===== src/common/tcb_pkg.sv =====
package tcb_pkg;

  ////////////////////////////////////////////////////////////
  // bus sizes
  ////////////////////////////////////////////////////////////

  // address and data width
  localparam int unsigned tcb_aw = 32;
  localparam int unsigned tcb_dw = 32;
  // one enable per data byte
  localparam int unsigned tcb_bw = tcb_dw / 8;
  // byte offset bits inside a word
  localparam int unsigned tcb_bo = $clog2(tcb_bw);

  // response follows the transfer by this many edges
  localparam int unsigned tcb_dly = 1;

  // memory subordinate size
  localparam int unsigned mem_words = 256;
  localparam int unsigned mem_iw    = $clog2(mem_words);
  // first byte address outside the memory
  localparam logic [tcb_aw-1:0] mem_limit = tcb_aw'(mem_words * tcb_bw);

  ////////////////////////////////////////////////////////////
  // bus phases
  ////////////////////////////////////////////////////////////

  // what the manager is doing with this access
  typedef enum logic [1:0] {
    kind_ifu = 2'd0,
    kind_lsu = 2'd1,
    kind_gpr = 2'd2
  } access_kind_e;

  // request phase, manager to subordinate
  typedef struct packed {
    logic              vld;
    logic              wen;
    access_kind_e      kind;
    logic [tcb_aw-1:0] adr;
    logic [tcb_bw-1:0] ben;
    logic [tcb_dw-1:0] wdt;
  } tcb_req_t;

  // response phase, one cycle after the transfer
  typedef struct packed {
    logic [tcb_dw-1:0] rdt;
    logic              err;
  } tcb_rsp_t;

endpackage

===== src/common/trace_pkg.sv =====
package trace_pkg;

  ////////////////////////////////////////////////////////////
  // trace buffer sizes
  ////////////////////////////////////////////////////////////

  // number of records held before dropping
  localparam int unsigned trace_depth = 8;
  // pointer width, depth is a power of two
  localparam int unsigned trace_aw = $clog2(trace_depth);
  // occupancy needs one extra bit to tell full from empty
  localparam int unsigned trace_cw = trace_aw + 1;
  localparam logic [trace_cw-1:0] trace_full = trace_cw'(trace_depth);

  // statistics counters
  localparam int unsigned cnt_w = 16;
  localparam logic [cnt_w-1:0] cnt_max = '1;

  ////////////////////////////////////////////////////////////
  // records
  ////////////////////////////////////////////////////////////

  // one paired request and response
  typedef struct packed {
    tcb_pkg::access_kind_e      kind;
    logic                       wen;
    logic [tcb_pkg::tcb_aw-1:0] adr;
    logic [tcb_pkg::tcb_bw-1:0] ben;
    // write data on writes, read data on reads
    logic [tcb_pkg::tcb_dw-1:0] dat;
    logic                       err;
  } trace_rec_t;

  // counter snapshot seen at the top level
  typedef struct packed {
    logic [cnt_w-1:0] ifu_cnt;
    logic [cnt_w-1:0] lsu_cnt;
    logic [cnt_w-1:0] gpr_cnt;
    logic [cnt_w-1:0] err_cnt;
    logic [cnt_w-1:0] drop_cnt;
  } trace_stats_t;

endpackage


===== src/tcb_mon/tcb_mon_capture.sv =====
module tcb_mon_capture (
  input  logic                  bus,
  input  logic                  arst_n,
  input  tcb_pkg::tcb_req_t     req,
  input  logic                  rdy,
  input  tcb_pkg::tcb_rsp_t     rsp,
  output logic                  rec_vld,
  output trace_pkg::trace_rec_t rec
);

  import tcb_pkg::*;

  ////////////////////////////////////////////////////////////
  // local signals
  ////////////////////////////////////////////////////////////

  // transfer seen on the current edge
  logic xfer;

  // request phase held back by tcb_dly edges
  tcb_req_t dly_req;
  // transfer flag held back the same way
  logic     dly_xfer;

  ////////////////////////////////////////////////////////////
  // request delay line
  ////////////////////////////////////////////////////////////

  assign xfer = req.vld & rdy;

  // transfer flag delay
  always_ff @(posedge bus or negedge arst_n) begin
    if (!arst_n) begin
      dly_xfer <= 1'b0;
    end else begin
      dly_xfer <= xfer;
    end
  end

  // payload copy on each transfer
  always_ff @(posedge bus) begin
    if (xfer) begin
      dly_req <= req;
    end
  end

  ////////////////////////////////////////////////////////////
  // record assembly
  ////////////////////////////////////////////////////////////

  // response cycle
  // old request meets live response
  assign rec_vld = dly_xfer;

  always_comb begin
    rec.kind = dly_req.kind;
    rec.wen  = dly_req.wen;
    rec.adr  = dly_req.adr;
    rec.ben  = dly_req.ben;
    // writes log what went out, reads log what came back
    if (dly_req.wen) begin
      rec.dat = dly_req.wdt;
    end else begin
      rec.dat = rsp.rdt;
    end
    // error belongs to the response phase
    rec.err  = rsp.err;
  end

endmodule


===== config.mk =====
export PLATFORM = sky130hd
export DESIGN_NAME = tcb_mon_capture
export DESIGN_NICKNAME = d
export VERILOG_FILES = /design/src/common/tcb_pkg.sv /design/src/common/trace_pkg.sv /design/src/tcb_mon/tcb_mon_capture.sv
export SDC_FILE = /design/constraint.sdc
export NUM_CORES = 1
export LEC_CHECK = 0
export BUFFER_PORTS_ARGS = -buffer_cell sky130_fd_sc_hd__buf_4
export CAP_MARGIN = 10
export CORE_MARGIN = 3
export CORE_UTILIZATION = 39
export DETAILED_ROUTE_END_ITERATION = 10
export PLACE_DENSITY = 0.76
export SLEW_MARGIN = 20
export SYNTH_ARGS = -nofsm -noshare
export SYNTH_HDL_FRONTEND = slang
export SYNTH_SLANG_ARGS = --single-unit

===== constraint.sdc =====
create_clock -name bus -period 1.23 [get_ports bus]
set_input_delay 0.246 -clock bus [delete_from_list [all_inputs] [get_ports bus]]
set_output_delay 0.246 -clock bus [all_outputs]
set_load 0.02 [all_outputs]

# --- Word level (Yosys, flattened, before mapping) ---
# Cells that the tools add are included.
op_classes:
  mux: 1
  bitwise_logic: 1
ops:
  columns: ["cell", "n"]
  rows:
  - ["32-bit 2-to-1 mux", 1]
  - ["1-bit AND", 1]
totals:
  output_inout_bits: 73
  word_cells: 8
  in_bits: 108
  reg_bits: 72

# --- Depth between registers and ports, before layout ---
depth:
  depth_word: 1
  ltp_mapped: 3
  depth_no_buf: 1

# --- Worst setup path after synthesis ---
# No wires, ideal clock.
synth_timing:
  path_type: "input to register"
  start: "input port rdy"
  end: "register dly_req[0] in the netlist's numbering (enable)"
  setup_time_ns: 0.437
  path_stages: 1
  t_required_ns: 0.793
  arrival_ns: 1.922
  slack_ns: -1.129
  n_path_buf: 0
  cell_sequence: "and2_1"
synth_via:
  elab_chain_len: 1
synth_lines:
  columns: ["item", "line_no", "text"]
  rows:
  - ["start: declaration", "tcb_mon_capture.sv:5", "input logic rdy,"]
  - ["1-bit AND", "tcb_mon_capture.sv:29", "assign xfer = req.vld & rdy;"]
  - ["end signal: assignment", "tcb_mon_capture.sv:43", "dly_req <= req;"]
  - ["end: declaration", "tcb_mon_capture.sv:21", "tcb_req_t dly_req;"]
# Every way passes these cells.
# A chain may end at the register's enable or synchronous reset.

==> impl_results.md <==
* Pwr dens at 1280 nW/um^2
* Via density at 4.39
* Pleak at 2.03 nW
* EDFF count, synth at 71
* Syn nets at 257
* Total Routed Length at 6.62 mm
* Number of synthesized register bits at 72
* Vias in the first global route at 1939
* Final nets at 415
* Hold slack at ~90 ps
* CTS max path bufs at 2
* Ys Warns at 0
* Hold endpoint: rec[56]
* Flop pwr share at 49.6%
* Critical path, cell by cell: buf_6 -> buf_16 -> mux2_4 -> buf_6
* Fin. max-slew vios at 0
* Clk slew on worst S/H paths at 80 ps
* Main flop type after synthesis: edfxtp_1
* Total Power at a little under 0.006 W
* Clk sinks at 72
* Critical path capture point type: output pin
* Final Core Density at 62.6%
* Core area at ~7400 um^2
* Worst min-delay path startpoint: req[55]
* DP HPWL at 4.73 mm
* Crit path time final at between 1500 and 2000 ps
* Status: finished with violations
* Residual DRC at 0
* Starting DRT DRC Count at 59
* Top cell type's share of synthesized area at between 70% and 80%
* Worst setup path category: reg2out
* Startpoint types: flip-flop
* Syn_area_per_cell at about 20 um^2
* Top cells by area, synth: edfxtp_1 (71%), mux2_4 (15%), buf_4 (10%)
* Area leader, netlist: edfxtp_1
* Chip Width at 93.8 um
* Final Wtd Congestion at 0.679
* GRT met3 Usage at 7.05%
* Crit-path max FO at 7
* Post-route ant nets at 0
* Crit path buf inv count at 3
* Post-synth top cells: edfxtp_1 (71), buf_4 (40), mux2_4 (30)
* Initial antenna violation count at 0
* Largest net degree at the start of global routing at 32
* Kind of cell adding the most delay to the critical path: buffers and inverters
* Clock root buffer: clkbuf_8
* # H-tree levels at 3
* FMAX at 570 MHz
* Comb pwr share at 20.3%
* WP depth at 4
* Cell Int Power at 0.00451 W
* Routed vias at 1804
* Mapped Area at 3010 um^2
* Final period util at 143%
* P&R area growth vs syn at 53.3%
* Slew @ Worst Pin at 177 ps
* Layout Cells excl Fill at about 410
* Detailed Routing Iterations Pass 1 at 4
* Count of cell types in the netlist at 8
* Final setup viols at 33
* GR Util met1 at 14.2%
* Setup TNS after final layout at -16700 ps
* RSZ-0062 raised after global routing: true
* Slew HR at between 80% and 90%
* Max_cap viols at 0
* GRT met2 Usage at 26.6%
* # rows at 31
* Hold Path Stages at 1
* Die area at 8800 um^2
* Die H at 93.8 um
* Slowest cell delay on critical path at 430 ps
* Failing checks: setup timing
* Fillers at 529
* CTS tree: yes
* Clock power share at 30.1%
* Placed insts at slightly below 400
* Crit path arrival time at 1510 ps
* Switching part of the total at 23.4%
* Ys async rst share at 1.39%
* Ant diodes at 0
* GRT Total Usage at 14.8%
* Most Crowded Layer GR: met2
* Final worst slack at -526 ps
* WL per Instance at 16.1 um
* Inserted Clock Buffers at 9
* Final hold viol count at 0
* Layout cells sized above 1 at 76.0%
* Syn Inst Count at 149
* Seq/Total Area, Yosys at just over 70%
* First-pass GRT wire length at 9.54 mm
* CP max-delay cell: edfxtp_1
* Required @ worst endpoint at between 900 and 1000 ps
* VDD IR max at approximately 0.0010 V
* Top-count cell post-synth: edfxtp_1
* I/O pins at approximately 180
* Critical Path Most Common Cell: buf_6
* Initial core utilization at 40.8%
* IO buf count at 178
* Worst min-delay path category: in2reg
* Grt ovf at 0
* Net Sw Power at 0.00138 W
[through the flow]
step           area (um^2)  setup WS, ps
6_report              4610          -526
4_1_cts               4590          -554
3_5_place_dp          4170          -181
5_1_grt               4610          -580
2_1_floorplan         3010         -14.8
3_3_place_gp          4170          -152
[routing by layer]
layer  vias to the layer above  wire length (um)
met5                         -                 0
met4                         0               103
met3                         8               727
met2                       108              3650
met1                       858              2140
li1                        830                 -
[cell families after synthesis]
family        Yosys count  share of synthesized area (%)
mux                    32                           15.7
flops                  72                           71.7
simple gates            1                          0.208
buf+inv                44                           12.4
[how the worst max path moves through the flow]
| stage | startpoint | endpoint |
|---|---|---|
| floorplan | rec[69] | rec[10] |
| detailed placement | rec[69] | rec[30] |
| global route | rec[69] | rec[27] |
| global placement | rec[69] | rec[31] |
| finish | rec[69] | rec[6] |
| CTS | rec[69] | rec[9] |
[flip-flops by register name, summed over array words and instances (netlist names)]
name	count
rec_vld	1
rec	39
dly_req	32
[final cells by class]
type | instances | area (um^2) | area share (%)
clock inverter | 6 | 60.1 | 1.30
sequential | 72 | 2160 | 46.8
timing repair buffer | 191 | 1660 | 36.0
clock buffer | 10 | 128 | 2.77
tap | 99 | 124 | 2.69
multi-input combinational | 33 | 482 | 10.4
[cells in the final DEF, fill, tap and decap left out]
cell type | Yosys | routed
dfrtp_1 | 1 | 1
buf_8 | 0 | 1
clkinv_4 | 0 | 1
and2_4 | 0 | 1
mux2_2 | 2 | 2
buf_12 | 3 | 3
dlygate4sd3_1 | 0 | 1
buf_4 | 40 | 151
clkinv_2 | 0 | 2
buf_16 | 0 | 3
clkinvlp_4 | 0 | 1
buf_6 | 1 | 32
bufinv_16 | 0 | 1
mux2_4 | 30 | 30
edfxtp_1 | 71 | 71
clkbuf_1 | 0 | 1
clkinv_1 | 0 | 1
clkbuf_8 | 0 | 9
[power groups by stage]
stage | Combinational, W | Clock (W) | Sequential [W]
after global routing | 0.00125 | 0.00197 | 0.00294
final | 0.00120 | 0.00177 | 0.00292
after CTS | 0.00120 | 0.00183 | 0.00292
after global placement | 0.00105 | 0 | 0.00297
after floorplan | 0.000625 | 0 | 0.00296
after detailed placement | 0.00107 | 0 | 0.00298
[timing repair]
item	4_1_cts	5_1_grt
resized for setup	35	2
hold buffers	1	0
setup endpoints to repair	33	33
setup buffers	3	2
gates cloned	3	0
endpoints found under the hold margin	1	0
Note: power is estimated with default switching activity, not from simulation.
