--- src/common/tcb_pkg.sv ---
package tcb_pkg;

  ////////////////////////////////////////////////////////////
  // bus sizes
  ////////////////////////////////////////////////////////////

  // address and data width
  localparam int unsigned tcb_aw = 32;
  localparam int unsigned tcb_dw = 32;
  // one enable per data byte
  localparam int unsigned tcb_bw = tcb_dw / 8;
  // byte offset bits inside a word
  localparam int unsigned tcb_bo = $clog2(tcb_bw);

  // response follows the transfer by this many edges
  localparam int unsigned tcb_dly = 1;

  // memory subordinate size
  localparam int unsigned mem_words = 256;
  localparam int unsigned mem_iw    = $clog2(mem_words);
  // first byte address outside the memory
  localparam logic [tcb_aw-1:0] mem_limit = tcb_aw'(mem_words * tcb_bw);

  ////////////////////////////////////////////////////////////
  // bus phases
  ////////////////////////////////////////////////////////////

  // what the manager is doing with this access
  typedef enum logic [1:0] {
    kind_ifu = 2'd0,
    kind_lsu = 2'd1,
    kind_gpr = 2'd2
  } access_kind_e;

  // request phase, manager to subordinate
  typedef struct packed {
    logic              vld;
    logic              wen;
    access_kind_e      kind;
    logic [tcb_aw-1:0] adr;
    logic [tcb_bw-1:0] ben;
    logic [tcb_dw-1:0] wdt;
  } tcb_req_t;

  // response phase, one cycle after the transfer
  typedef struct packed {
    logic [tcb_dw-1:0] rdt;
    logic              err;
  } tcb_rsp_t;

endpackage
--- src/common/trace_pkg.sv ---
package trace_pkg;

  ////////////////////////////////////////////////////////////
  // trace buffer sizes
  ////////////////////////////////////////////////////////////

  // number of records held before dropping
  localparam int unsigned trace_depth = 8;
  // pointer width, depth is a power of two
  localparam int unsigned trace_aw = $clog2(trace_depth);
  // occupancy needs one extra bit to tell full from empty
  localparam int unsigned trace_cw = trace_aw + 1;
  localparam logic [trace_cw-1:0] trace_full = trace_cw'(trace_depth);

  // statistics counters
  localparam int unsigned cnt_w = 16;
  localparam logic [cnt_w-1:0] cnt_max = '1;

  ////////////////////////////////////////////////////////////
  // records
  ////////////////////////////////////////////////////////////

  // one paired request and response
  typedef struct packed {
    tcb_pkg::access_kind_e      kind;
    logic                       wen;
    logic [tcb_pkg::tcb_aw-1:0] adr;
    logic [tcb_pkg::tcb_bw-1:0] ben;
    // write data on writes, read data on reads
    logic [tcb_pkg::tcb_dw-1:0] dat;
    logic                       err;
  } trace_rec_t;

  // counter snapshot seen at the top level
  typedef struct packed {
    logic [cnt_w-1:0] ifu_cnt;
    logic [cnt_w-1:0] lsu_cnt;
    logic [cnt_w-1:0] gpr_cnt;
    logic [cnt_w-1:0] err_cnt;
    logic [cnt_w-1:0] drop_cnt;
  } trace_stats_t;

endpackage

--- src/tcb_mon/tcb_mon_stats.sv ---
module tcb_mon_stats (
  input  logic                        bus,
  input  logic                        arst_n,
  input  logic                        rec_vld,
  input  trace_pkg::trace_rec_t       rec,
  input  logic                        clr,
  output logic [trace_pkg::cnt_w-1:0] ifu_cnt,
  output logic [trace_pkg::cnt_w-1:0] lsu_cnt,
  output logic [trace_pkg::cnt_w-1:0] gpr_cnt,
  output logic [trace_pkg::cnt_w-1:0] err_cnt
);

  import tcb_pkg::*;
  import trace_pkg::*;

  // add one, stick at the top
  function automatic logic [cnt_w-1:0] sat_inc(input logic [cnt_w-1:0] val);
    return (val == cnt_max) ? val : val + 1'b1;
  endfunction

  ////////////////////////////////////////////////////////////
  // per kind counters
  ////////////////////////////////////////////////////////////

  // clear wins over a record in the same cycle
  always_ff @(posedge bus or negedge arst_n) begin
    if (!arst_n) begin
      ifu_cnt <= '0;
      lsu_cnt <= '0;
      gpr_cnt <= '0;
    end else if (clr) begin
      ifu_cnt <= '0;
      lsu_cnt <= '0;
      gpr_cnt <= '0;
    end else if (rec_vld) begin
      case (rec.kind)
        kind_ifu: ifu_cnt <= sat_inc(ifu_cnt);
        kind_lsu: lsu_cnt <= sat_inc(lsu_cnt);
        kind_gpr: gpr_cnt <= sat_inc(gpr_cnt);
        // unused encoding, not counted
        default: ;
      endcase
    end
  end

  ////////////////////////////////////////////////////////////
  // error counter
  ////////////////////////////////////////////////////////////

  // any kind can fail
  always_ff @(posedge bus or negedge arst_n) begin
    if (!arst_n) begin
      err_cnt <= '0;
    end else if (clr) begin
      err_cnt <= '0;
    end else if (rec_vld && rec.err) begin
      err_cnt <= sat_inc(err_cnt);
    end
  end

endmodule

--- config.mk ---
export PLATFORM = sky130hd
export DESIGN_NAME = tcb_mon_stats
export DESIGN_NICKNAME = d
export VERILOG_FILES = /design/src/common/tcb_pkg.sv /design/src/common/trace_pkg.sv /design/src/tcb_mon/tcb_mon_stats.sv
export SDC_FILE = /design/constraint.sdc
export NUM_CORES = 1
export LEC_CHECK = 0
export BUFFER_PORTS_ARGS = -buffer_cell sky130_fd_sc_hd__buf_2
export CORE_AREA = 2 2 90 92
export CTS_BUF_LIST = sky130_fd_sc_hd__clkbuf_8 sky130_fd_sc_hd__clkbuf_16
export DETAILED_ROUTE_END_ITERATION = 8
export DIE_AREA = 0 0 92 94
export PLACE_DENSITY = 0.84
export SYNTH_ARGS = -nofsm -noshare
export SYNTH_HDL_FRONTEND = slang
export SYNTH_SLANG_ARGS = --single-unit
--- constraint.sdc ---
create_clock -name bus -period 2.6 [get_ports bus]
set_input_delay 0.65 -clock bus [delete_from_list [all_inputs] [get_ports bus]]
set_output_delay 0.65 -clock bus [all_outputs]
set_load 0.03 [all_outputs]
== Word level (Yosys, flattened, before mapping) ==
Index checks and enable logic that the tools add are counted.
Operators by class
  add/sub/neg operators: 4
  $mul: 0
  divide/modulo/power cells: 0
  order comparisons: 0
  equality and inequality tests: 10
  shifts and indexed selects: 0
  mux-type cells: 15
  bitwise operators: 0
  reductions and logical operators: 11
Operator list (count)
  16-bit two-way mux: 15
  16-bit by 1-bit adder with 16-bit output (second input constant): 4
  16-bit == test (second input constant): 4
  2-bit nonzero test: 5
  3-bit AND reduction: 3
  2-bit inequality test (second input constant): 4
  2-bit by 1-bit == test with 1-bit output (second input constant): 1
  2-bit == test (second input constant): 1
  2-bit logical NOT: 1
  2-bit AND reduction: 1
  1-bit logical AND: 1
Storage, ports and cells
  flip-flop bits (word level): 64
  latch bits: 0
  bits in writable memories: 0
  ROM bits: 0
  output and inout bits: 64
  word-level logic and storage cells: 44
  memories: 0

== Depth between registers and ports, before layout ==
  word-level depth: 5
  gate-level depth with buffers: 7
  mapped depth without buffers: 5

== Least setup slack after synthesis ==
Ideal clock, no wire load.
  path type: input to register
  from: input port rec[70] (netlist name)
  to: register gpr_cnt[15] (netlist name)
  setup time: 128 ps
  data arrival time: 2083 ps
  slack: 390 ps
  cell stages on the path: 5
  buffers on the path: 1
  cells stage by stage: nand3b_2 or4_1 buf_2 nor4b_1 mux2_1
On the way
  longest elaborated chain between the ends: 3
RTL lines
  from (decl): line tcb_mon_stats.sv:5  | input trace_pkg::trace_rec_t rec,
  2-bit == test: line tcb_mon_stats.sv:36  | case (rec.kind)
  2-bit nonzero test (no source line)
  3-bit AND reduction (no source line)
  to (signal assigned): line tcb_mon_stats.sv:39  | kind_gpr: gpr_cnt <= sat_inc(gpr_cnt);
  to (decl): line tcb_mon_stats.sv:9  | output logic [trace_pkg::cnt_w-1:0] gpr_cnt,
No other way between the ends.
A chain may end at the register's enable or synchronous reset.

== Final worst setup path ==
  from: register lsu_cnt[0] (netlist name)
  to: register lsu_cnt[12] (netlist name)
On the way
  longest elaborated chain between the ends: 5
  elaborated cells between the ends (all ways): 8
RTL lines
  from (decl): line tcb_mon_stats.sv:8  | output logic [trace_pkg::cnt_w-1:0] lsu_cnt,
  from (signal assigned): line tcb_mon_stats.sv:38  | kind_lsu: lsu_cnt <= sat_inc(lsu_cnt);
  16-bit by 1-bit adder with 16-bit output: line tcb_mon_stats.sv:18  | return (val == cnt_max) ? val : val + 1'b1;
  16-bit two-way mux: line tcb_mon_stats.sv:18
  16-bit two-way mux: line tcb_mon_stats.sv:36
  16-bit two-way mux: line tcb_mon_stats.sv:35  | end else if (rec_vld) begin
  16-bit two-way mux: line tcb_mon_stats.sv:31  | end else if (clr) begin
Several ways; a longest one is shown, not always the timed one. The select of a mux whose other input is x is not followed.

==> impl_metrics.ini <==
[run_status]
status = finished clean

[worst_setup_path]
critPathArrivalTime_ns = 2.33
rr_endpoint = lsu_cnt[12]
crit_required_ns = 2.82
crit_end = lsu_cnt[12]
reg2reg_from = lsu_cnt[0]
end_kind = register
rrSetupSlack_ns = 0.49
cp_max_fo = 7
ff2ff_path_depth = 5
setup.worst_path.start = lsu_cnt[0]
path_class = reg -> reg
start_kind = register

[synthesis]
synth_warnings = 0
synth_nets = 478
avgSynthCellArea_sq_um = 9.164
syn_area_sq_um = 3647
ys_seq_area_share_pct = 43.91
yosysUniqueCellTypes = 42
syn_inst = 398
ys_ff_latch = 64

[route]
drc = 0
drt_first_pass_iters = 5
vias = 3550
vias_per_cell = 6.142
wl_per_cell_um = 15.71
drtIter0Drc = 135
routed_wl_um = 9083
ant_nets = 0

[timing]
slew_viol_final = 0
timing.hold.ws_ns = 0.3059
setup_viol = 0
fmax_mhz = 473.2
rsz0062_at_grt = no
worst_slack_ns = 0.4868
tightestPinTransition_ns = 0.5879
min_period_over_period_pct = 81.28
timing.slew.headroom_pct = 60.51
finalCriticalPeriod_ns = 2.113
tns_ns = 0
hold_viol_final = 0
finalClockSkew_ns = 0.01580

[global_route]
grt_usage_pct = 21.67
antenna_found_initial = 0
grtUsageMet2_pct = 38.48
gr-usage-met1_pct = 26.67
gr-total-overflow = 0
first_global_vias = 3378
grt_max_degree = 75
use_met3_pct = 3.210
grt_pass1_wl_um = 15320
grt-busiest-layer = met2

[floorplan]
rows = 32
pin_count = 140
design.core.area_sq_um = 7607
die_h_um = 94
chipWidth_um = 92
die_area_sq_um = 8648
start_util_pct = 47.94

[clock_network]
cts-resized-gates = 0
cts_max_path_buffers = 2
cts_sinks = 64
clkTransAtPathRegs_ns = 0.09
cts_tree = yes
cts_buffers = 9
cts.hold.buffers_added = 0
htreeDepth = 3
clk_latency_ns = 0.34
root_buffer = clkbuf_8
post-cts-setup-buffers = 0

[finish]
stdcell_count = 578
mostFrequentLayoutCells = 70 x buf_2, 64 x dfrtp_1, 42 x a21oi_1
final_area_sq_um = 4377
area_growth_pct = 20.00
diodes = 0
drive_gt1_share_pct = 23.95
multiInputGateArea_sq_um = 1941
ff_latch_area_sq_um = 1602
fin_util_pct = 57.53
nNetsFinal = 551
final_common_cell = buf_2
fillCellCount = 698

[job]
drv_cap = 0

[worst_hold_path]
min_path_type = in -> async

[placed_design]
placed_cells = 562
dpl-instance-area_sq_um = 4158
port_buffers = 70
dp_hpwl_um = 6156
gp_congestion = 0.8642
dp_slack_ns = 0.1803

[power_and_ir_drop]
power_mw = 2.059
max-vdd-ir-drop_v = 0.0002356
p_leak_nw = 1.868
power_density_nw_per_um2 = 470.6
cells by family (layout without fill, tap and decap cells):
group | after synthesis | after routing | share of synthesized area [%]
compound gates | 96 | 96 | 16.23
fa+ha+maj | 4 | 4 | 1.372
buf+inv | 27 | 105 | 2.882
flops | 64 | 64 | 43.91
mux | 15 | 15 | 4.563
simple gates | 192 | 192 | 31.05
final cells by class:
cell class,count,area share (%)
clock buffers,9,2.830
clock inverters,7,2.173
inverters,8,0.6861
multi-input cells,307,44.34
flip-flops and latches,64,36.59
well taps,102,2.916
repair buffers,81,10.46
per-layer routing:
metal	routed length (um)	vias up
li1	-	1697
met1	3898	1739
met2	4710	106
met3	396	8
met4	77	0
met5	0	-
synthesized netlist by cell type, drive strengths merged:
library cell  number  area (sq um)
nor2b             13         81.33
or2                6         37.54
or3               14         87.58
a211oi             1         7.510
nor3              11         55.05
a21oi             42         210.2
o21a               1         7.510
o31ai             25         187.7
dfrtp             64          1602
o21ai             15         75.07
clkbuf            16         60.06
nand4             21         131.4
nand3b             4         33.78
ha                 4         50.05
mux2              13         146.4
and4               5         43.79
or3b               1         8.760
o31a               1         8.760
o41ai              5         43.79
a31oi              1         6.260
o311ai             4         35.03
nor2              17         63.81
nor4              11         75.07
and3               6         37.54
nand2             26         97.59
and2               2         12.51
and3b              1         8.760
or4               28         210.2
nor3b              2         20.02
clkinv             1         3.750
nor4b              2         17.52
buf                3         15.01
inv                7         26.28
nand3             22         110.1
o211a              1         10.01
mux2i              2         20.02
worst max-delay path, cell delays in order, from the launching register on:
cell	delay, ns
dfrtp_1	0.45
ha_1	0.22
nand4_1	0.20
or2_0	0.37
nor4_1	0.38
mux2_2	0.38
registers in the layout, indices dropped and copies added (netlist names):
| name | flops |
|---|---|
| lsu_cnt | 16 |
| gpr_cnt | 16 |
| err_cnt | 16 |
| ifu_cnt | 16 |
power by group:
part | switching [mW] | internal, mW
Combinational | 0.0735 | 0.0262
Sequential | 0.00704 | 0.999
Clock | 0.412 | 0.542
Total | 0.493 | 1.57
how the worst min path moves through the flow:
stage | from | end
2_1_floorplan | arst_n | err_cnt[0]
3_3_place_gp | err_cnt[11] | err_cnt[11]
3_5_place_dp | err_cnt[11] | err_cnt[11]
4_1_cts | arst_n | ifu_cnt[4]
5_1_grt | arst_n | ifu_cnt[3]
6_report | arst_n | ifu_cnt[11]
No activity file was read; power rests on OpenSTA's default activity.
