## src/common/tcb_pkg.sv

```systemverilog
package tcb_pkg;

  ////////////////////////////////////////////////////////////
  // bus sizes
  ////////////////////////////////////////////////////////////

  // address and data width
  localparam int unsigned tcb_aw = 32;
  localparam int unsigned tcb_dw = 32;
  // one enable per data byte
  localparam int unsigned tcb_bw = tcb_dw / 8;
  // byte offset bits inside a word
  localparam int unsigned tcb_bo = $clog2(tcb_bw);

  // response follows the transfer by this many edges
  localparam int unsigned tcb_dly = 1;

  // memory subordinate size
  localparam int unsigned mem_words = 256;
  localparam int unsigned mem_iw    = $clog2(mem_words);
  // first byte address outside the memory
  localparam logic [tcb_aw-1:0] mem_limit = tcb_aw'(mem_words * tcb_bw);

  ////////////////////////////////////////////////////////////
  // bus phases
  ////////////////////////////////////////////////////////////

  // what the manager is doing with this access
  typedef enum logic [1:0] {
    kind_ifu = 2'd0,
    kind_lsu = 2'd1,
    kind_gpr = 2'd2
  } access_kind_e;

  // request phase, manager to subordinate
  typedef struct packed {
    logic              vld;
    logic              wen;
    access_kind_e      kind;
    logic [tcb_aw-1:0] adr;
    logic [tcb_bw-1:0] ben;
    logic [tcb_dw-1:0] wdt;
  } tcb_req_t;

  // response phase, one cycle after the transfer
  typedef struct packed {
    logic [tcb_dw-1:0] rdt;
    logic              err;
  } tcb_rsp_t;

endpackage
```

## src/common/trace_pkg.sv

```systemverilog
package trace_pkg;

  ////////////////////////////////////////////////////////////
  // trace buffer sizes
  ////////////////////////////////////////////////////////////

  // number of records held before dropping
  localparam int unsigned trace_depth = 8;
  // pointer width, depth is a power of two
  localparam int unsigned trace_aw = $clog2(trace_depth);
  // occupancy needs one extra bit to tell full from empty
  localparam int unsigned trace_cw = trace_aw + 1;
  localparam logic [trace_cw-1:0] trace_full = trace_cw'(trace_depth);

  // statistics counters
  localparam int unsigned cnt_w = 16;
  localparam logic [cnt_w-1:0] cnt_max = '1;

  ////////////////////////////////////////////////////////////
  // records
  ////////////////////////////////////////////////////////////

  // one paired request and response
  typedef struct packed {
    tcb_pkg::access_kind_e      kind;
    logic                       wen;
    logic [tcb_pkg::tcb_aw-1:0] adr;
    logic [tcb_pkg::tcb_bw-1:0] ben;
    // write data on writes, read data on reads
    logic [tcb_pkg::tcb_dw-1:0] dat;
    logic                       err;
  } trace_rec_t;

  // counter snapshot seen at the top level
  typedef struct packed {
    logic [cnt_w-1:0] ifu_cnt;
    logic [cnt_w-1:0] lsu_cnt;
    logic [cnt_w-1:0] gpr_cnt;
    logic [cnt_w-1:0] err_cnt;
    logic [cnt_w-1:0] drop_cnt;
  } trace_stats_t;

endpackage

```

## src/tcb_mon/tcb_mon_fifo.sv

```systemverilog
module tcb_mon_fifo (
  input  logic                        bus,
  input  logic                        arst_n,
  input  logic                        rec_vld,
  input  trace_pkg::trace_rec_t       rec,
  input  logic                        pop,
  input  logic                        clr,
  output logic                        trc_vld,
  output trace_pkg::trace_rec_t       trc,
  output logic [trace_pkg::cnt_w-1:0] drop_cnt
);

  import trace_pkg::*;

  ////////////////////////////////////////////////////////////
  // local signals
  ////////////////////////////////////////////////////////////

  // record storage
  trace_rec_t buf_mem [trace_depth];

  // pointers wrap on their own
  logic [trace_aw-1:0] wr_ptr;
  logic [trace_aw-1:0] rd_ptr;
  // records currently held
  logic [trace_cw-1:0] occ;

  logic full;
  logic push;
  logic take;

  // full means drop, even with a pop in the same cycle
  assign full = (occ == trace_full);
  assign push = rec_vld & ~full;
  assign take = pop & trc_vld;

  ////////////////////////////////////////////////////////////
  // pointers and occupancy
  ////////////////////////////////////////////////////////////

  always_ff @(posedge bus or negedge arst_n) begin
    if (!arst_n) begin
      wr_ptr <= '0;
      rd_ptr <= '0;
      occ    <= '0;
    end else begin
      if (push) wr_ptr <= wr_ptr + 1'b1;
      if (take) rd_ptr <= rd_ptr + 1'b1;
      case ({push, take})
        2'b10:   occ <= occ + 1'b1;
        2'b01:   occ <= occ - 1'b1;
        // both or neither, level unchanged
        default: ;
      endcase
    end
  end

  // storage write
  always_ff @(posedge bus) begin
    if (push) buf_mem[wr_ptr] <= rec;
  end

  // oldest record falls through
  assign trc_vld = (occ != '0);
  assign trc     = buf_mem[rd_ptr];

  ////////////////////////////////////////////////////////////
  // drop counter
  ////////////////////////////////////////////////////////////

  always_ff @(posedge bus or negedge arst_n) begin
    if (!arst_n) begin
      drop_cnt <= '0;
    end else if (clr) begin
      drop_cnt <= '0;
    end else if (rec_vld && full && drop_cnt != cnt_max) begin
      drop_cnt <= drop_cnt + 1'b1;
    end
  end

endmodule

```

## config.mk

```make
export PLATFORM = sky130hd
export DESIGN_NAME = tcb_mon_fifo
export DESIGN_NICKNAME = d
export VERILOG_FILES = /design/src/common/tcb_pkg.sv /design/src/common/trace_pkg.sv /design/src/tcb_mon/tcb_mon_fifo.sv
export SDC_FILE = /design/constraint.sdc
export NUM_CORES = 1
export LEC_CHECK = 0
export ABC_AREA = 1
export BUFFER_PORTS_ARGS = -buffer_cell sky130_fd_sc_hd__buf_4
export CELL_PAD_IN_SITES_DETAIL_PLACEMENT = 1
export CELL_PAD_IN_SITES_GLOBAL_PLACEMENT = 2
export CORE_ASPECT_RATIO = 2
export CORE_MARGIN = 1.5
export CORE_UTILIZATION = 43
export CTS_BUF_LIST = sky130_fd_sc_hd__clkbuf_4 sky130_fd_sc_hd__clkbuf_8
export DETAILED_ROUTE_END_ITERATION = 8
export PLACE_DENSITY = 0.83
export SKIP_LAST_GASP = 1
export SLEW_MARGIN = 15
export SYNTH_ARGS = -nofsm -noshare
export SYNTH_HDL_FRONTEND = slang
export SYNTH_SLANG_ARGS = --single-unit
```

## constraint.sdc

```tcl
create_clock -name bus -period 5.6 [get_ports bus]
set_clock_uncertainty 0.05 [all_clocks]
set_input_delay 0.28 -clock bus [delete_from_list [all_inputs] [get_ports bus]]
set_output_delay 0.28 -clock bus [all_outputs]
set_load 0.05 [all_outputs]
```

**Word-level counts from Yosys, hierarchy flattened**

Memories as Yosys holds them, arrays and structs flattened.
Cells that the tools add are included.

- Add/subtract/negate cells: 5
- Equality and inequality tests: 4
- Multiplexer cells: 5
- Bitwise logic cells: 3
- Reduce and logical (&&, ||, !) cells: 5

Operators with widths:

| operator | count |
|---|---|
| $mux W16 | 2 |
| $add A16 B1 Y16 const B | 1 |
| $ne A16 B16 Y1 const B | 1 |
| $pmux W4 S2 | 1 |
| $add A3 B1 Y3 const B | 2 |
| $add A4 B1 Y4 const B | 1 |
| $eq A4 B4 Y1 const B | 1 |
| $reduce_bool A2 Y1 | 2 |
| $reduce_bool A4 Y1 | 1 |
| $sub A4 B1 Y4 const B | 1 |
| $and A1 B1 Y1 | 2 |
| $eq A2 B1 Y1 const B | 1 |
| $eq A2 B2 Y1 const B | 1 |
| $logic_and A1 B1 Y1 | 2 |
| $mux W1 | 2 |
| $not A1 Y1 | 1 |

- Flip-flop bits (word level): 26
- RAM bits: 576
- Bits of input ports: 77
- Output and inout bits: 89
- Word-level logic and storage cells: 27
- Memories kept: 1

Memory list:

| name | words | bits a word | read ports | clocked after memory_dff | wr ports | RTL line | RTL |
|---|---|---|---|---|---|---|---|
| buf_mem | 8 | 72 | 1 | 0 | 1 | tcb_mon_fifo.sv:20 | `trace_rec_t buf_mem [trace_depth];` |

**Depth between registers and ports, before layout**

- Depth in word-level cells: 5
- Gate-level depth with buffers: 11
- Mapped depth without buffers: 11

**Worst setup path before layout**

Ideal clock, no wire load.

- Path type: register -> register
- Start point: register occ[0]
- End point: memory buf_mem[0][0] (netlist bit) (enable)
- Library setup time: 503 ps
- Arrival time: 3,927 ps
- Required time: 5,047 ps
- Setup slack: 1,120 ps
- Cell stages (with the launch flop): 6
- Buffers on the path: 0
- Period minus slack after synthesis: 4,480 ps
- Cells stage by stage: dfrtp_1 -> nor2_1 -> nand3_1 -> nand2_1 -> or2_2 -> nor2_1

- Word-level cells in the longest chain between the ends: 5

Ends and longest elaborated chain:

| item | RTL line | RTL |
|---|---|---|
| start: declaration | tcb_mon_fifo.sv:26 | `logic [trace_cw-1:0] occ;` |
| start signal: assignment | tcb_mon_fifo.sv:50 | `2'b10: occ <= occ + 1'b1;` |
| start signal: assignment | tcb_mon_fifo.sv:51 | `2'b01: occ <= occ - 1'b1;` |
| $eq A4 B4 Y1 | tcb_mon_fifo.sv:33 | `assign full = (occ == trace_full);` |
| $not A1 Y1 | tcb_mon_fifo.sv:34 | `assign push = rec_vld & ~full;` |
| $and A1 B1 Y1 | tcb_mon_fifo.sv:34 |  |
| $mux W1 | tcb_mon_fifo.sv:60 | `if (push) buf_mem[wr_ptr] <= rec;` |
| $mux W1 (not written as such) | tcb_mon_fifo.sv:60 |  |
| end: declaration | tcb_mon_fifo.sv:20 |  |

No other way between the ends.

==> flow_metrics.py <==
metrics = {
    "run_status": {
        "outcome": "complete, no violations",
    },
    "finish": {
        "utilization": 0.5115,
        "finalNetCount": 2317,
        "design_area_um2": 28340,
        "drive_above_1_share": 0.1445,
        "areaGrowthSynthToFinish_pct": 17.43,
    },
    "synth": {
        "synth_fa_ha_area_frac": 0.003940,
        "synth-simple-area-share": 0.1251,
        "synth_compound_area_frac": 0.09249,
        "synthTopCellsByArea": "edfxtp_1 72%, nor2_1 7.2%, o21ai_0 4.7%",
        "syn_area_per_cell_um2": 12.10,
        "ys_ff_latch": 602,
        "synth_warnings": 0,
        "synth_edf_count": 576,
        "synth_cell_types": 27,
        "synth_xor_area_frac": 0.005081,
        "synth_top_family_by_area": "simple AND/OR/NAND/NOR gates",
        "yosys_most_used_dff": "edfxtp_1",
        "synthCells": 1995,
        "synth_commonest_cells": "576 x edfxtp_1, 460 x nor2_1, 290 x nand2_1, 227 x o21ai_0, 218 x o21ai_1",
        "muxShareOfSynthArea": 0,
        "syn-cell-area_um2": 24130,
        "syn-num-nets": 2079,
        "synth_top_area_frac": 0.7167,
        "synth_top_cell_by_area": "edfxtp_1",
        "yosysMostFrequentCell": "edfxtp_1",
        "ys_seq_area_frac": 0.7436,
        "async_reset_ff_frac": 0.04319,
    },
    "sta": {
        "slew_headroom": 0.1996,
        "setup_viol": 0,
        "worst_slack_ns": 1.734,
        "final.min_clock_period_ns": 3.866,
        "max_slew.worst_pin.slew_ns": 1.201,
        "finalHoldViolations": 0,
        "drv_slew": 0,
        "clock.fmax_ghz": 0.2586,
        "rsz0062_at_grt": "no",
        "timing.final.crit_share": 0.6904,
        "final.setup.tns_ns": 0,
    },
    "detailed_routing": {
        "vias_per_cell": 5.287,
        "ant_nets": 0,
        "drc": 0,
        "num_vias": 16061,
        "totalWireLength_um": 62360,
        "drt_first_pass_iters": 5,
        "drtIter0Drc": 907,
        "detail_route.wl_per_cell_um": 20.53,
    },
    "place": {
        "io_buffers": 165,
        "dp_hpwl_um": 34350,
        "place_area_um2": 26000,
        "place_ws_ns": 2.344,
        "place_congestion": 0.7550,
    },
    "global_routing": {
        "grt.overflow.total": 0,
        "track_usage": 0.2205,
        "grt_pass1_vias": 17631,
        "grt_max_degree": 175,
        "grt_pass1_wl_um": 96480,
        "antenna_found_initial": 5,
    },
    "clocking": {
        "cts_resized": 0,
        "clockRootBuffer": "clkbuf_8",
        "cts_sinks": 602,
        "htreeDepth": 3,
        "hold_buffers": 78,
        "cts_buffer_depth": 3,
        "cts_tree": "yes",
        "cts_buffers": 81,
        "clk_latency_ns": 0.65,
        "clk_pin_slew_ns": 0.07,
        "postCtsSetupBuffers": 0,
    },
    "die": {
        "io_pins": 166,
        "core_um2": 55410,
        "rows": 122,
        "die_h_um": 338.0,
        "fp.dieW_um": 170.5,
        "start_util": 0.4356,
        "die_area_um2": 57640,
    },
    "worst_setup_path": {
        "r2r_slack_ns": 2.58,
        "end_kind": "output pin",
        "crit_path_max_fanout": 174,
        "worstPathArrival_ns": 3.54,
        "max_stage_delay_ns": 0.79,
        "cp_slowest_cell": "inv_8",
        "cp-start-kind": "flop",
        "timing.rr.end": "buf_mem[7][30]",
        "crit_chain": "inv_8, buf_12, nor2_1, o21ai_0, nand2_1, nand2_1, buf_4",
        "worstSetupPathType": "flop to output pin",
        "crit_required_ns": 5.27,
        "rr_worst_depth": 7,
        "crit_start": "rd_ptr[0]",
        "crit_top_cell": "nand2_1",
        "timing.rr.start": "occ[0]",
    },
    "hold_path": {
        "hp-start": "rec[17]",
        "hold_depth": 2,
        "worstHoldPathType": "input port to flop",
        "min_to": "buf_mem[5][17]",
    },
    "run": {
        "maxCapViolCount": 0,
    },
    "pwr": {
        "p_leak_nw": 10.08,
        "irDropWorstVdd_uv": 315.2,
        "power.total_mw": 15.94,
        "power_per_cell_area_nw_per_um2": 562.5,
    },
}
area by class of cell:
cell class                 instances  area, um^2
sequential                       602       17960
tap                              744       930.9
multi-input combinational       1253        5530
clock inverter                    26       141.4
fill                            5754       27070
clock buffer                     115        1414
inverter                          28       112.6
timing repair buffer             267        2250
antenna                            3       7.507
cell families after synthesis:
family                     after synthesis
AOI/OAI and AO/OA                      446
xor gates and xnor gates                14
adders and majority gates                7
buffers and inverters                  140
DFF                                    602
and+or+nand+nor                        786
registers in the layout, summed over array words and instances, names as in the netlist:
signal	cells
buf_mem	576
drop_cnt	16
occ	4
rd_ptr	3
wr_ptr	3
routing by layer:
layer	part of all wire	GRT usage	vias to the layer above
li1	-	-	7467
met1	0.40	0.2518	8145
met2	0.53	0.4087	340
met3	0.042	0.03923	103
met4	0.025	0.07833	6
met5	0.00055	0	-
through the flow:
| stage | hold WS, ns | cells |
|---|---|---|
| after global placement | 0.1768 | 2816 |
| final | 0.3621 | 3038 |
| after CTS | 0.3025 | 3035 |
| after floorplan | -0.06559 | 1995 |
| after global routing | 0.3410 | 3037 |
| after detailed placement | 0.1787 | 2816 |
critical path, delay by kind of cell (launching register included):
| family | cells | cell delay (ns) |
|---|---|---|
| buffers and inverters | 3 | 1.51 |
| DFF | 1 | 0.73 |
| and+or+nand+nor | 3 | 0.30 |
| AOI/OAI and AO/OA | 1 | 0.25 |
cells in the final DEF, fill, tap and decap left out, types with 3 or more instances in the layout:
cell / netlist / final
nand3_1: 26 / 26
o21ai_1: 218 / 218
diode_2: 0 / 3
o21ai_0: 227 / 227
xor2_1: 11 / 11
nand4_1: 4 / 4
clkbuf_8: 0 / 88
nand2_1: 290 / 290
xnor2_1: 3 / 3
ha_1: 6 / 6
dfrtp_1: 26 / 23
clkinv_1: 1 / 16
clkinv_2: 0 / 8
nor2_4: 1 / 9
edfxtp_1: 576 / 576
nor2_1: 460 / 452
nand3b_1: 3 / 3
clkbuf_4: 0 / 27
dlygate4sd3_1: 0 / 78
buf_12: 1 / 4
inv_1: 25 / 25
buf_4: 4 / 185
worst max-delay path by stage:
| stage | end |
|---|---|
| finish | trc[11] |
| global route | trc[11] |
| CTS | trc[9] |
| detailed placement | trc[1] |
| global placement | trc[8] |
| floorplan | buf_mem[0][0] |
power by group:
group / leakage [nW] / switching (mW) / internal, mW / total [mW]
combinational: 3.68 / 4.89 / 1.78 / 6.66
clock: 0.826 / 1.59 / 1.67 / 3.25
sequential: 5.57 / 0.394 / 5.63 / 6.02
total: 10.1 / 6.87 / 9.07 / 15.9
Power figures use the tool's default switching activity.
